<file path="src/common/cvu_pkg.sv">
package cvu_pkg;

    //////////////////////////////
    // Widths
    //////////////////////////////

    // One real or imaginary half
    localparam int DATA_WIDTH = 16;

    // One memory word holds a full complex sample
    localparam int WORD_WIDTH = 2 * DATA_WIDTH;

    // 256 words of sample memory
    localparam int DM_ADDR_WIDTH = 8;

    // Host instruction word
    localparam int INST_WIDTH = 32;

    // Length field holds element count minus one
    localparam int LEN_WIDTH = 5;

    // Opcode field width
    localparam int OP_WIDTH = 2;

    //////////////////////////////
    // Instruction fields
    //////////////////////////////

    // Low bit of each field
    // Bit 31 stays reserved
    localparam int RADDR0_LSB = 0;
    localparam int RADDR1_LSB = 8;
    localparam int WADDR_LSB  = 16;
    localparam int LEN_LSB    = 24;
    localparam int OP_LSB     = 29;

    // Operations
    typedef enum logic [OP_WIDTH-1:0] {
        OP_LOAD = 2'd0,
        OP_CADD = 2'd1,
        OP_CMUL = 2'd2,
        OP_WADD = 2'd3
    } cvu_op_e;

    //////////////////////////////
    // Sample word
    //////////////////////////////

    // Complex view with real part in the upper half
    typedef struct packed {
        logic signed [DATA_WIDTH-1:0] re;
        logic signed [DATA_WIDTH-1:0] im;
    } cvu_cplx_t;

    // Same word seen as complex pair or as plain integer
    typedef union packed {
        cvu_cplx_t               cplx;
        logic [WORD_WIDTH-1:0]   raw;
    } cvu_word_t;

endpackage

</file>
<file path="src/hdl/cplx_alu.sv">
`timescale 1ns/10ps

module cplx_alu (
    input  logic               clk,
    input  logic               rst,
    // Held stable by the sequencer while busy
    input  cvu_pkg::cvu_op_e   op,
    // Operand pair from memory
    input  logic               rvalid,
    input  cvu_pkg::cvu_word_t rdata0,
    input  cvu_pkg::cvu_word_t rdata1,
    // Two cycles after rvalid
    output logic               result_v,
    output cvu_pkg::cvu_word_t result
);

    // Product and difference widths
    localparam int PROD_W  = 2 * cvu_pkg::DATA_WIDTH;
    localparam int ACC_W   = PROD_W + 1;
    // Q1.15 scaling
    localparam int Q_SHIFT = cvu_pkg::DATA_WIDTH - 1;

    // Halfwise or raw sum of the current pair
    cvu_pkg::cvu_word_t        sum_c;

    // Stage 1
    logic                      s1_v;
    logic signed [PROD_W-1:0]  s1_ac;
    logic signed [PROD_W-1:0]  s1_bd;
    logic signed [PROD_W-1:0]  s1_ad;
    logic signed [PROD_W-1:0]  s1_bc;
    cvu_pkg::cvu_word_t        s1_sum;

    // Stage 2 combine
    logic signed [ACC_W-1:0]   re_full;
    logic signed [ACC_W-1:0]   im_full;
    logic signed [ACC_W-1:0]   re_shift;
    logic signed [ACC_W-1:0]   im_shift;
    cvu_pkg::cvu_word_t        prod_w;

    //////////////////////////////
    // Stage 1
    //////////////////////////////

    // WADD sees plain integers, CADD sees two halves
    always_comb begin
        sum_c = '0;
        if (op == cvu_pkg::OP_WADD) begin
            // Carry crosses the half boundary
            sum_c.raw = rdata0.raw + rdata1.raw;
        end else begin
            // Each half wraps on its own
            sum_c.cplx.re = rdata0.cplx.re + rdata1.cplx.re;
            sum_c.cplx.im = rdata0.cplx.im + rdata1.cplx.im;
        end
    end

    always_ff @(posedge clk) begin
        if (rst) begin
            s1_v <= 1'b0;
        end else begin
            s1_v <= rvalid;
        end
    end

    // (a + jb) * (c + jd) cross products
    always_ff @(posedge clk) begin
        if (rvalid) begin
            s1_ac  <= rdata0.cplx.re * rdata1.cplx.re;
            s1_bd  <= rdata0.cplx.im * rdata1.cplx.im;
            s1_ad  <= rdata0.cplx.re * rdata1.cplx.im;
            s1_bc  <= rdata0.cplx.im * rdata1.cplx.re;
            s1_sum <= sum_c;
        end
    end

    //////////////////////////////
    // Stage 2
    //////////////////////////////

    // One extra bit keeps the difference exact
    always_comb begin
        re_full  = s1_ac - s1_bd;
        im_full  = s1_ad + s1_bc;
        re_shift = re_full >>> Q_SHIFT;
        im_shift = im_full >>> Q_SHIFT;
        // Truncate back to Q1.15, no saturation
        prod_w.cplx.re = re_shift[cvu_pkg::DATA_WIDTH-1:0];
        prod_w.cplx.im = im_shift[cvu_pkg::DATA_WIDTH-1:0];
    end

    always_ff @(posedge clk) begin
        if (rst) begin
            result_v <= 1'b0;
        end else begin
            result_v <= s1_v;
        end
    end

    always_ff @(posedge clk) begin
        if (s1_v) begin
            result <= (op == cvu_pkg::OP_CMUL) ? prod_w : s1_sum;
        end
    end

    // Both stages must see the same op for one element
    a_op_stable: assert property (@(posedge clk) disable iff (rst)
        s1_v |-> $stable(op))
        else $error("cplx_alu: op changed with an element in flight");

endmodule

</file>
<file path="config.mk">
export PLATFORM = sky130hd
export DESIGN_NAME = cplx_alu
export DESIGN_NICKNAME = d
export VERILOG_FILES = /design/src/common/cvu_pkg.sv /design/src/hdl/cplx_alu.sv
export SDC_FILE = /design/constraint.sdc
export NUM_CORES = 2
export LEC_CHECK = 0
export ABC_AREA = 1
export CORE_ASPECT_RATIO = 1.25
export CORE_MARGIN = 3
export CORE_UTILIZATION = 41
export CTS_CLUSTER_DIAMETER = 80
export CTS_CLUSTER_SIZE = 10
export DETAILED_ROUTE_END_ITERATION = 7
export DONT_BUFFER_PORTS = 1
export PLACE_DENSITY_LB_ADDON = 0.05
export SYNTH_ARGS = -nofsm -noshare
export SYNTH_HDL_FRONTEND = slang
export SYNTH_SLANG_ARGS = --single-unit
</file>
<file path="constraint.sdc">
create_clock -name clk -period 10.4 [get_ports clk]
set_clock_uncertainty 0.1 [all_clocks]
set_input_delay 1.56 -clock clk [delete_from_list [all_inputs] [get_ports clk]]
set_output_delay 1.56 -clock clk [all_outputs]
set_load 0.1 [all_outputs]
</file>
==> flow_metrics.py <==
metrics = {
    "clock_tree": {
        "clock_latency_ps": 560,
        "post_cts_buffers": 0,
        "numCtsBuffers": 17,
        "cts_tree": "done",
        "cts_root_buffer": "clkbuf_16",
        "ctsResizeCount": 0,
        "htree_levels": 4,
        "cts_sinks": 190,
        "cts_buffer_depth": 2,
        "postCtsHoldBufs": 0,
        "clkTransAtPathRegs_ps": 70,
    },
    "finish": {
        "multi_input_area_sq_um": 39600,
        "layout_common_cells": "2093 x nand2_1, 2080 x inv_1, 1026 x fa_1",
        "nNetsFinal": 8459,
        "syn_to_final_growth_pct": 3.71,
        "fillers": 13800,
        "ff_latch_area_sq_um": 5690,
        "drive_gt1_share_pct": 1.08,
        "mostFrequentLayoutCell": "nand2_1",
    },
    "worst_setup_path": {
        "r2r_slack_ps": 7790,
        "crit_type": "input pin to register",
        "path_max_fanout": 33,
        "crit_family": "adder cells",
        "path_common_cell": "fa_1",
        "startpoint_type": "input pin",
        "end_kind": "register",
        "required_ps": 10580,
        "crit_buf_inv": 5,
        "crit_slowest_cell": "fa_1",
        "arrival_ps": 7080,
        "cp_cell_sequence": "nand2_1, inv_1, fa_1, inv_1, fa_1, inv_1, fa_1, fa_1, fa_1, inv_1, fa_1, inv_1, ha_1, nand2_1, o21ai_0, a21oi_1, nand3_1, nand2_1, nand2_1",
        "critPathMaxStageDelay_ps": 730,
    },
    "drt": {
        "via_per_inst": 4.95,
        "drt-initial-drc-count": 2824,
        "ant_nets": 0,
        "drc": 0,
        "wl_mm": 180,
        "vias": 43000,
        "avgRoutedWirePerCell_um": 20.7,
        "dr.pass1.iters": 6,
    },
    "timing": {
        "rsz0062_at_grt": "no",
        "max_freq_mhz": 145,
        "drv_slew": 0,
        "totalNegativeSetupSlack_ps": 0,
        "finalCritPeriodShare_pct": 66.3,
        "min_period_ps": 6900,
        "timing_worst_slew_pin_value_ps": 1050,
        "hold_viol": 0,
        "slew_headroom_pct": 30.0,
        "finalSetupViolCount": 0,
        "fin_ws_ps": 3500,
    },
    "floorplan": {
        "die_h_um": 411,
        "ios": 102,
        "coreArea_sq_um": 130000,
        "num_rows": 148,
        "die_w_um": 330,
        "die_area_sq_um": 136000,
        "initial_utilization_pct": 41.4,
    },
    "synthesis": {
        "syn-cell-area_sq_um": 53900,
        "yosysSeqAreaShare_pct": 10.5,
        "ys_ff_latch": 190,
        "synth_simple_gate_area_share_pct": 20.5,
        "synth_adder_area_share_pct": 47.6,
        "async_flop_share_pct": 0,
        "synthMuxAreaShare_pct": 0,
        "syn_inst": 7133,
        "yosysUniqueCellTypes": 44,
        "synth_top_family_by_area": "adder cells",
        "synth_edf_count": 188,
        "ys_warn_count": 0,
        "synthFlopType": "edfxtp_1",
        "syn-num-nets": 8637,
        "yosys.area_share.xor_xnor_pct": 2.16,
        "synth_area_per_cell_sq_um": 7.56,
        "synth_compound_area_share_pct": 3.27,
    },
    "global_route": {
        "grt_usage_pct": 27.4,
        "grt-ovfl-total": 0,
        "grt_pass1_vias": 45400,
        "grt_max_degree": 158,
        "grt_pass1_wl_mm": 277,
        "antenna_found_initial": 6,
    },
    "outcome": {
        "status": "completed",
    },
    "placed_design": {
        "dp_hpwl_mm": 145,
        "dp_slack_ps": 2990,
        "portBuffers": 0,
        "gp_congestion": 0.930,
    },
    "worst_hold_path": {
        "min_path_type": "register to register",
    },
    "run": {
        "drv_cap": 0,
    },
}
-- synthesized netlist by cell type (2+ instances only) --
cell type | count | area share, %
nand2_1 | 2093 | 15
or2_2 | 3 | 0.035
nand4_1 | 43 | 0.50
a21oi_1 | 197 | 1.8
nand3_2 | 2 | 0.037
and2_1 | 8 | 0.093
fa_1 | 1026 | 38
nand2_2 | 5 | 0.058
dfxtp_1 | 2 | 0.074
nor2_2 | 10 | 0.12
o21a_1 | 3 | 0.042
nor3_1 | 40 | 0.37
o21ai_1 | 3 | 0.028
clkbuf_1 | 188 | 1.3
o211ai_1 | 5 | 0.070
edfxtp_1 | 188 | 10
nor2_1 | 284 | 2.0
inv_2 | 8 | 0.056
o21bai_1 | 25 | 0.35
nand3b_1 | 14 | 0.19
nor2_4 | 3 | 0.063
inv_1 | 2080 | 14
nor3_2 | 4 | 0.074
ha_1 | 409 | 9.5
nor4_1 | 2 | 0.023
xor2_1 | 103 | 1.7
nand2b_1 | 4 | 0.046
buf_2 | 2 | 0.019
a21o_1 | 14 | 0.19
xnor2_1 | 30 | 0.49
buf_1 | 7 | 0.049
a21oi_2 | 3 | 0.049
and3_1 | 3 | 0.035
buf_4 | 3 | 0.042
o21ai_0 | 72 | 0.67
nand3_1 | 239 | 2.2
-- worst register-to-register path: stages, from the launching register on --
cell	delay, ps
edfxtp_1	490
ha_1	480
nand2_1	140
nor2_1	200
and3_1	220
o21ai_0	140
nand3_1	100
nand2_1	50
nand3_1	220
nand2_1	170
-- stage by stage --
step	util, %	instances	area [sq um]	hold slack (ps)
final	42.9	8694	55900	425
after global routing	42.9	8693	55900	448
after CTS	42.9	8693	55900	428
after detailed placement	42.5	8661	55300	410
after global placement	42.5	8661	55300	403
after floorplan	-	7133	53900	395
-- area by class of cell --
class / count / share of cell area, %
diodes: 1 / 0.00447
clock buffers: 20 / 0.799
clock inverters: 12 / 0.244
inverters: 2089 / 14.0
multi-input cells: 4653 / 70.9
flip-flops and latches: 190 / 10.2
well taps: 1725 / 3.86
repair buffers: 4 / 0.0537
-- cells by family after synthesis --
logic type               count (synthesis)
XOR/XNOR                               133
adder cells (fa/ha/maj)               1435
buffers and inverters                 2290
flip-flops                             190
AND/OR/NAND/NOR                       2760
AO/OA/AOI/OAI                          325
-- state kept, by name (all words and copies together), names as in the netlist --
name,count
result_v,1
s1_ac,31
s1_sum,32
result,32
s1_v,1
s1_bd,31
s1_ad,31
s1_bc,31
-- routing by layer --
layer	vias up	part of all wire (%)	track usage, %
li1	20200	-	-
met1	21600	43	36.6
met2	1059	49	46.9
met3	190	5.2	3.49
met4	4	2.8	7.48
met5	-	0.013	0
-- worst paths after layout --
check / start / endpoint / cells after the start
hold / removal: s1_sum[21] / result[21] / 2
setup reg to reg: s1_bc[21] / result[7] / 9
setup / recovery: rdata1[1] / s1_ad[28] / 19
hold reg to reg: s1_sum[21] / result[21] / 2
Power is not shown: default switching activity piles up to over one toggle a cycle in this logic, so the estimate is an artifact.
