$ cat src/common/cvu_pkg.sv
package cvu_pkg;

    //////////////////////////////
    // Widths
    //////////////////////////////

    // One real or imaginary half
    localparam int DATA_WIDTH = 16;

    // One memory word holds a full complex sample
    localparam int WORD_WIDTH = 2 * DATA_WIDTH;

    // 256 words of sample memory
    localparam int DM_ADDR_WIDTH = 8;

    // Host instruction word
    localparam int INST_WIDTH = 32;

    // Length field holds element count minus one
    localparam int LEN_WIDTH = 5;

    // Opcode field width
    localparam int OP_WIDTH = 2;

    //////////////////////////////
    // Instruction fields
    //////////////////////////////

    // Low bit of each field
    // Bit 31 stays reserved
    localparam int RADDR0_LSB = 0;
    localparam int RADDR1_LSB = 8;
    localparam int WADDR_LSB  = 16;
    localparam int LEN_LSB    = 24;
    localparam int OP_LSB     = 29;

    // Operations
    typedef enum logic [OP_WIDTH-1:0] {
        OP_LOAD = 2'd0,
        OP_CADD = 2'd1,
        OP_CMUL = 2'd2,
        OP_WADD = 2'd3
    } cvu_op_e;

    //////////////////////////////
    // Sample word
    //////////////////////////////

    // Complex view with real part in the upper half
    typedef struct packed {
        logic signed [DATA_WIDTH-1:0] re;
        logic signed [DATA_WIDTH-1:0] im;
    } cvu_cplx_t;

    // Same word seen as complex pair or as plain integer
    typedef union packed {
        cvu_cplx_t               cplx;
        logic [WORD_WIDTH-1:0]   raw;
    } cvu_word_t;

endpackage

$ cat src/hdl/vec_sequencer.sv
`timescale 1ns/10ps

module vec_sequencer (
    input  logic                           clk,
    input  logic                           rst,
    // Host instruction
    input  logic                           inst_v,
    input  logic [cvu_pkg::INST_WIDTH-1:0] inst,
    // Host load stream
    input  logic                           load_v,
    input  cvu_pkg::cvu_word_t             load_data,
    // Arithmetic results
    input  logic                           result_v,
    input  cvu_pkg::cvu_word_t             result,
    // Memory side
    output logic                           mem_inst_v,
    output logic [cvu_pkg::INST_WIDTH-1:0] mem_inst,
    output logic                           rden,
    output logic                           wren,
    output cvu_pkg::cvu_word_t             wdata,
    // Op level for the arithmetic unit
    output cvu_pkg::cvu_op_e               op,
    // Host status
    output logic                           busy,
    output logic                           done
);

    // Fields of the incoming word
    cvu_pkg::cvu_op_e                inst_op;
    logic [cvu_pkg::LEN_WIDTH-1:0]   inst_len;

    // Accepted instruction
    logic                            start;
    logic                            is_load;
    logic [cvu_pkg::LEN_WIDTH-1:0]   len_q;

    // Element counters
    logic [cvu_pkg::LEN_WIDTH-1:0]   rd_cnt;
    logic [cvu_pkg::LEN_WIDTH-1:0]   wr_cnt;

    // High while writes are still expected
    logic                            wr_open;
    // Commit cycle of the final write
    logic                            last_wr;

    //////////////////////////////
    // Decode
    //////////////////////////////

    assign inst_op  = cvu_pkg::cvu_op_e'(inst[cvu_pkg::OP_LSB +: cvu_pkg::OP_WIDTH]);
    assign inst_len = inst[cvu_pkg::LEN_LSB +: cvu_pkg::LEN_WIDTH];

    // Only an idle unit takes a new instruction
    assign start   = inst_v && !busy;
    assign is_load = (op == cvu_pkg::OP_LOAD);

    // Forwarded copy, valid with mem_inst_v
    always_ff @(posedge clk) begin
        if (start) begin
            mem_inst <= inst;
        end
    end

    //////////////////////////////
    // Control
    //////////////////////////////

    always_ff @(posedge clk) begin
        if (rst) begin
            busy       <= 1'b0;
            done       <= 1'b0;
            mem_inst_v <= 1'b0;
            op         <= cvu_pkg::OP_LOAD;
            len_q      <= '0;
        end else begin
            mem_inst_v <= start;
            // Done follows the commit cycle
            done       <= last_wr;
            if (start) begin
                busy  <= 1'b1;
                op    <= inst_op;
                len_q <= inst_len;
            end else if (last_wr) begin
                busy  <= 1'b0;
            end
        end
    end

    // Read strobes, one per element, compute ops only
    always_ff @(posedge clk) begin
        if (rst) begin
            rden   <= 1'b0;
            rd_cnt <= '0;
        end else if (start) begin
            rden   <= (inst_op != cvu_pkg::OP_LOAD);
            rd_cnt <= '0;
        end else if (rden) begin
            if (rd_cnt == len_q) begin
                rden <= 1'b0;
            end else begin
                rd_cnt <= rd_cnt + 1'b1;
            end
        end
    end

    // Write counting
    always_ff @(posedge clk) begin
        if (rst) begin
            wr_open <= 1'b0;
            wr_cnt  <= '0;
            last_wr <= 1'b0;
        end else begin
            last_wr <= 1'b0;
            if (start) begin
                wr_open <= 1'b1;
                wr_cnt  <= '0;
            end else if (wren) begin
                if (wr_cnt == len_q) begin
                    // Memory commits this one next cycle
                    wr_open <= 1'b0;
                    last_wr <= 1'b1;
                end else begin
                    wr_cnt <= wr_cnt + 1'b1;
                end
            end
        end
    end

    //////////////////////////////
    // Write source
    //////////////////////////////

    // Host words during LOAD, results otherwise
    assign wren  = wr_open && (is_load ? load_v : result_v);
    assign wdata = is_load ? load_data : result;

    // Host waits for busy to fall
    a_no_inst_busy: assert property (@(posedge clk) disable iff (rst)
        inst_v |-> !busy)
        else $error("vec_sequencer: instruction while busy");

    // Results only belong to a running compute op
    a_result_in_compute: assert property (@(posedge clk) disable iff (rst)
        result_v |-> (busy && !is_load))
        else $error("vec_sequencer: result outside a compute instruction");

endmodule

$ cat config.mk
export PLATFORM = sky130hd
export DESIGN_NAME = vec_sequencer
export DESIGN_NICKNAME = d
export VERILOG_FILES = /design/src/common/cvu_pkg.sv /design/src/hdl/vec_sequencer.sv
export SDC_FILE = /design/constraint.sdc
export NUM_CORES = 1
export LEC_CHECK = 0
export BUFFER_PORTS_ARGS = -buffer_cell sky130_fd_sc_hd__buf_2
export CAP_MARGIN = 20
export CORE_AREA = 3 3 81 83
export CTS_BUF_LIST = sky130_fd_sc_hd__clkbuf_4
export CTS_CLUSTER_DIAMETER = 120
export CTS_CLUSTER_SIZE = 10
export DETAILED_ROUTE_END_ITERATION = 7
export DIE_AREA = 0 0 84 86
export GPL_TIMING_DRIVEN = 0
export PLACE_DENSITY = 0.9
export SLEW_MARGIN = 25
export SYNTH_ARGS = -nofsm -noshare
export SYNTH_HDL_FRONTEND = slang
export SYNTH_SLANG_ARGS = --single-unit
$ cat constraint.sdc
create_clock -name clk -period 2.19 [get_ports clk]
set_input_delay 0.219 -clock clk [delete_from_list [all_inputs] [get_ports clk]]
set_output_delay 0.219 -clock clk [all_outputs]
set_load 0.02 [all_outputs]
==> flow_summary.json <==
{
  "status": "completed",
  "cp-start-kind": "flop",
  "drive_above_1_share_pct": 55.2,
  "fp.dieH_um": 86,
  "htreeDepth": 2,
  "ir_worst_vdd_v": 0.000310,
  "drtIter0Drc": 91,
  "cts_tree": "done",
  "drv_slew": 0,
  "routed.top_layer": "met4",
  "overflow": 0,
  "yosysWarnings": 0,
  "yosysTopAreaCell": "edfxtp_1",
  "syn-cell-area_um2": 2450,
  "nNetsFinal": 506,
  "synth_top_area_share_pct": 39.1,
  "yosysUniqueCellTypes": 25,
  "viasPerCell": 4.88,
  "drc": 0,
  "fin_area_um2": 3760,
  "synth_nets": 300,
  "final_hold_viol_count": 0,
  "avgSynthCellArea_um2": 12.5,
  "dr_wl_met3_um": 484,
  "timing.rr.start": "busy",
  "final_core_util_pct": 63.4,
  "arrival_ns": 1.88,
  "p_per_area_nw_per_um2": 611,
  "clockRootBuffer": "clkbuf_4",
  "io_pins": 172,
  "wl_met1_um": 3100,
  "fin_worst_skew_ns": 0.0166,
  "crit_chain": "nor2_2, buf_2, mux2_2, buf_2",
  "clock_latency_ns": 0.40,
  "cp_max_fo": 10,
  "crit_cells": 4,
  "cts_buffers": 5,
  "ys_seq_area_share_pct": 57.9,
  "initial_core_util_pct": 41.5,
  "critPathTopFamily": "buffers and inverters",
  "cts_setup_buffers": 0,
  "synth.area.top_cells": "edfxtp_1 (39%), dfxtp_1 (19%), mux2_2 (15%), nand2_1 (4.0%), mux2i_1 (3.7%)",
  "p_leak_nw": 1.75,
  "core-area_um2": 5920,
  "routed_wl_um": 8010,
  "worst_pin_slew_ns": 0.877,
  "cp-startpoint": "op[0]",
  "crit_path_frequent_cell": "buf_2",
  "period_needed_ns": 2.09,
  "met2WireLength_um": 4330,
  "die_area_um2": 7220,
  "area_growth_pct": 53.0,
  "endpoint": "wdata[12]",
  "die_w_um": 84,
  "max_slew_margin_pct": 41.6,
  "crit_type": "flop to primary output",
  "required_ns": 1.97,
  "slowest_delay_ns": 0.38,
  "via_count": 2336,
  "syn-instance-count": 197,
  "place_congestion": 0.792,
  "first_pass_iters": 4,
  "antenna_found_initial": 0,
  "final_common_cell": "buf_2",
  "fin_total_pwr_w": 0.00229,
  "r2r-end": "rden",
  "critPathCaptureType": "primary output",
  "placed_area_um2": 3400,
  "rrSetupSlack_ns": 0.30,
  "dpl.hpwl_um": 5770,
  "ff2ff_path_depth": 5,
  "setup_violations": 0,
  "worst_path_max_delay_cell": "dfxtp_1",
  "clk_path_buf_depth": 2,
  "worst-path-buf-inv": 2,
  "ys_ff_latch": 55,
  "final.setup.tns_ns": 0,
  "grt_pass1_wl_um": 11400,
  "hold_class": "primary input to flop",
  "grt_pass1_vias": 2233,
  "cts_sinks": 55,
  "row_count": 28,
  "rsz0062_at_grt": "true",
  "ant_nets": 0,
  "wl_per_cell_um": 16.7,
  "period_share_pct": 95.6,
  "diodes": 0,
  "fmaxAchievable_ghz": 0.478,
  "grt_max_degree": 42,
  "port-buffer-count": 171,
  "cap_violations": 0,
  "clk_pin_slew_worst_paths_ns": 0.16,
  "grt_usage_pct": 20.3,
  "most-common-layout-cells": "buf_2 (176), mux2_2 (32), edfxtp_1 (32)"
}
[layout make-up]
cell class,count,area [um^2]
fillers,444,2160
flip-flops and latches,55,1420
repair buffers,199,1140
multi-input cells,129,980
well taps,75,93.8
plain buffers,8,40.0
clock buffers,5,37.5
clock inverters,3,28.8
inverters,5,18.8
[sequential cells by signal, indices dropped and copies added, names as in the netlist]
register    flops
op              2
rd_cnt          5
wr_open         1
len_q           5
last_wr         1
done            1
mem_inst_v      1
wr_cnt          5
mem_inst       32
busy            1
rden            1
[per-layer routing]
| layer | track usage [%] | vias up |
|---|---|---|
| met1 | 24.2 | 1103 |
| li1 | - | 1120 |
| met3 | 4.61 | 10 |
| met5 | 0 | - |
| met4 | 5.26 | 0 |
| met2 | 36.9 | 103 |
[where the power goes]
part / switching (W) / internal [W]
logic: 0.000340 / 0.000271
registers: 0.0000303 / 0.00116
clock network: 0.000357 / 0.000138
total: 0.000728 / 0.00157
[Yosys cell counts]
library cell	instances
xor2_1	10
inv_1	5
nor2b_1	1
a21boi_2	1
ha_1	2
buf_2	6
or3_1	7
mux2i_1	9
nor3b_1	1
o21ai_2	1
a211o_1	2
a21oi_1	12
nand2_1	26
nor2_1	7
nor3_4	2
a211oi_1	3
o21a_1	2
nand2b_1	2
nand3_1	5
dfxtp_1	23
edfxtp_1	32
a31o_2	1
nand4_1	3
clkbuf_1	2
mux2_2	32
[logic make-up (layout without fill, tap and decap cells)]
logic type	count (synthesis)	after routing	synth area share [%]
AO/OA/AOI/OAI	22	22	5.86
XOR/XNOR	10	10	3.57
adder cells (fa/ha/maj)	2	2	1.02
buffers and inverters	13	220	2.29
flip-flops	55	55	57.9
multiplexers	41	41	18.3
AND/OR/NAND/NOR	54	54	11.0
[through the flow]
| stage | setup WS (ns) | hold WS, ns | std cells |
|---|---|---|---|
| finish | 0.0960 | 0.0255 | 479 |
| global route | -0.0145 | 0.00924 | 479 |
| CTS | 0.0948 | 0.00365 | 477 |
| detailed placement | 0.362 | 0.397 | 443 |
| global placement | 0.367 | 0.396 | 443 |
| floorplan | 0.622 | 0.318 | 197 |
[worst min path at each step]
stage              endpoint  cells after the start  startpoint
6_report        mem_inst[3]                      1     inst[3]
5_1_grt         mem_inst[3]                      1     inst[3]
4_1_cts        mem_inst[14]                      1    inst[14]
3_5_place_dp   mem_inst[23]                      1    inst[23]
3_3_place_gp    mem_inst[1]                      1     inst[1]
2_1_floorplan   mem_inst[0]                      0     inst[0]
[timing repair]
item / CTS / global route
endpoints found under the hold margin: 26 / 2
pin swaps: 0 / 0
hold buffers: 26 / 2
gates resized for setup: 1 / 1
setup endpoints to repair: 15 / 13
No activity file was read; power rests on OpenSTA's default activity.
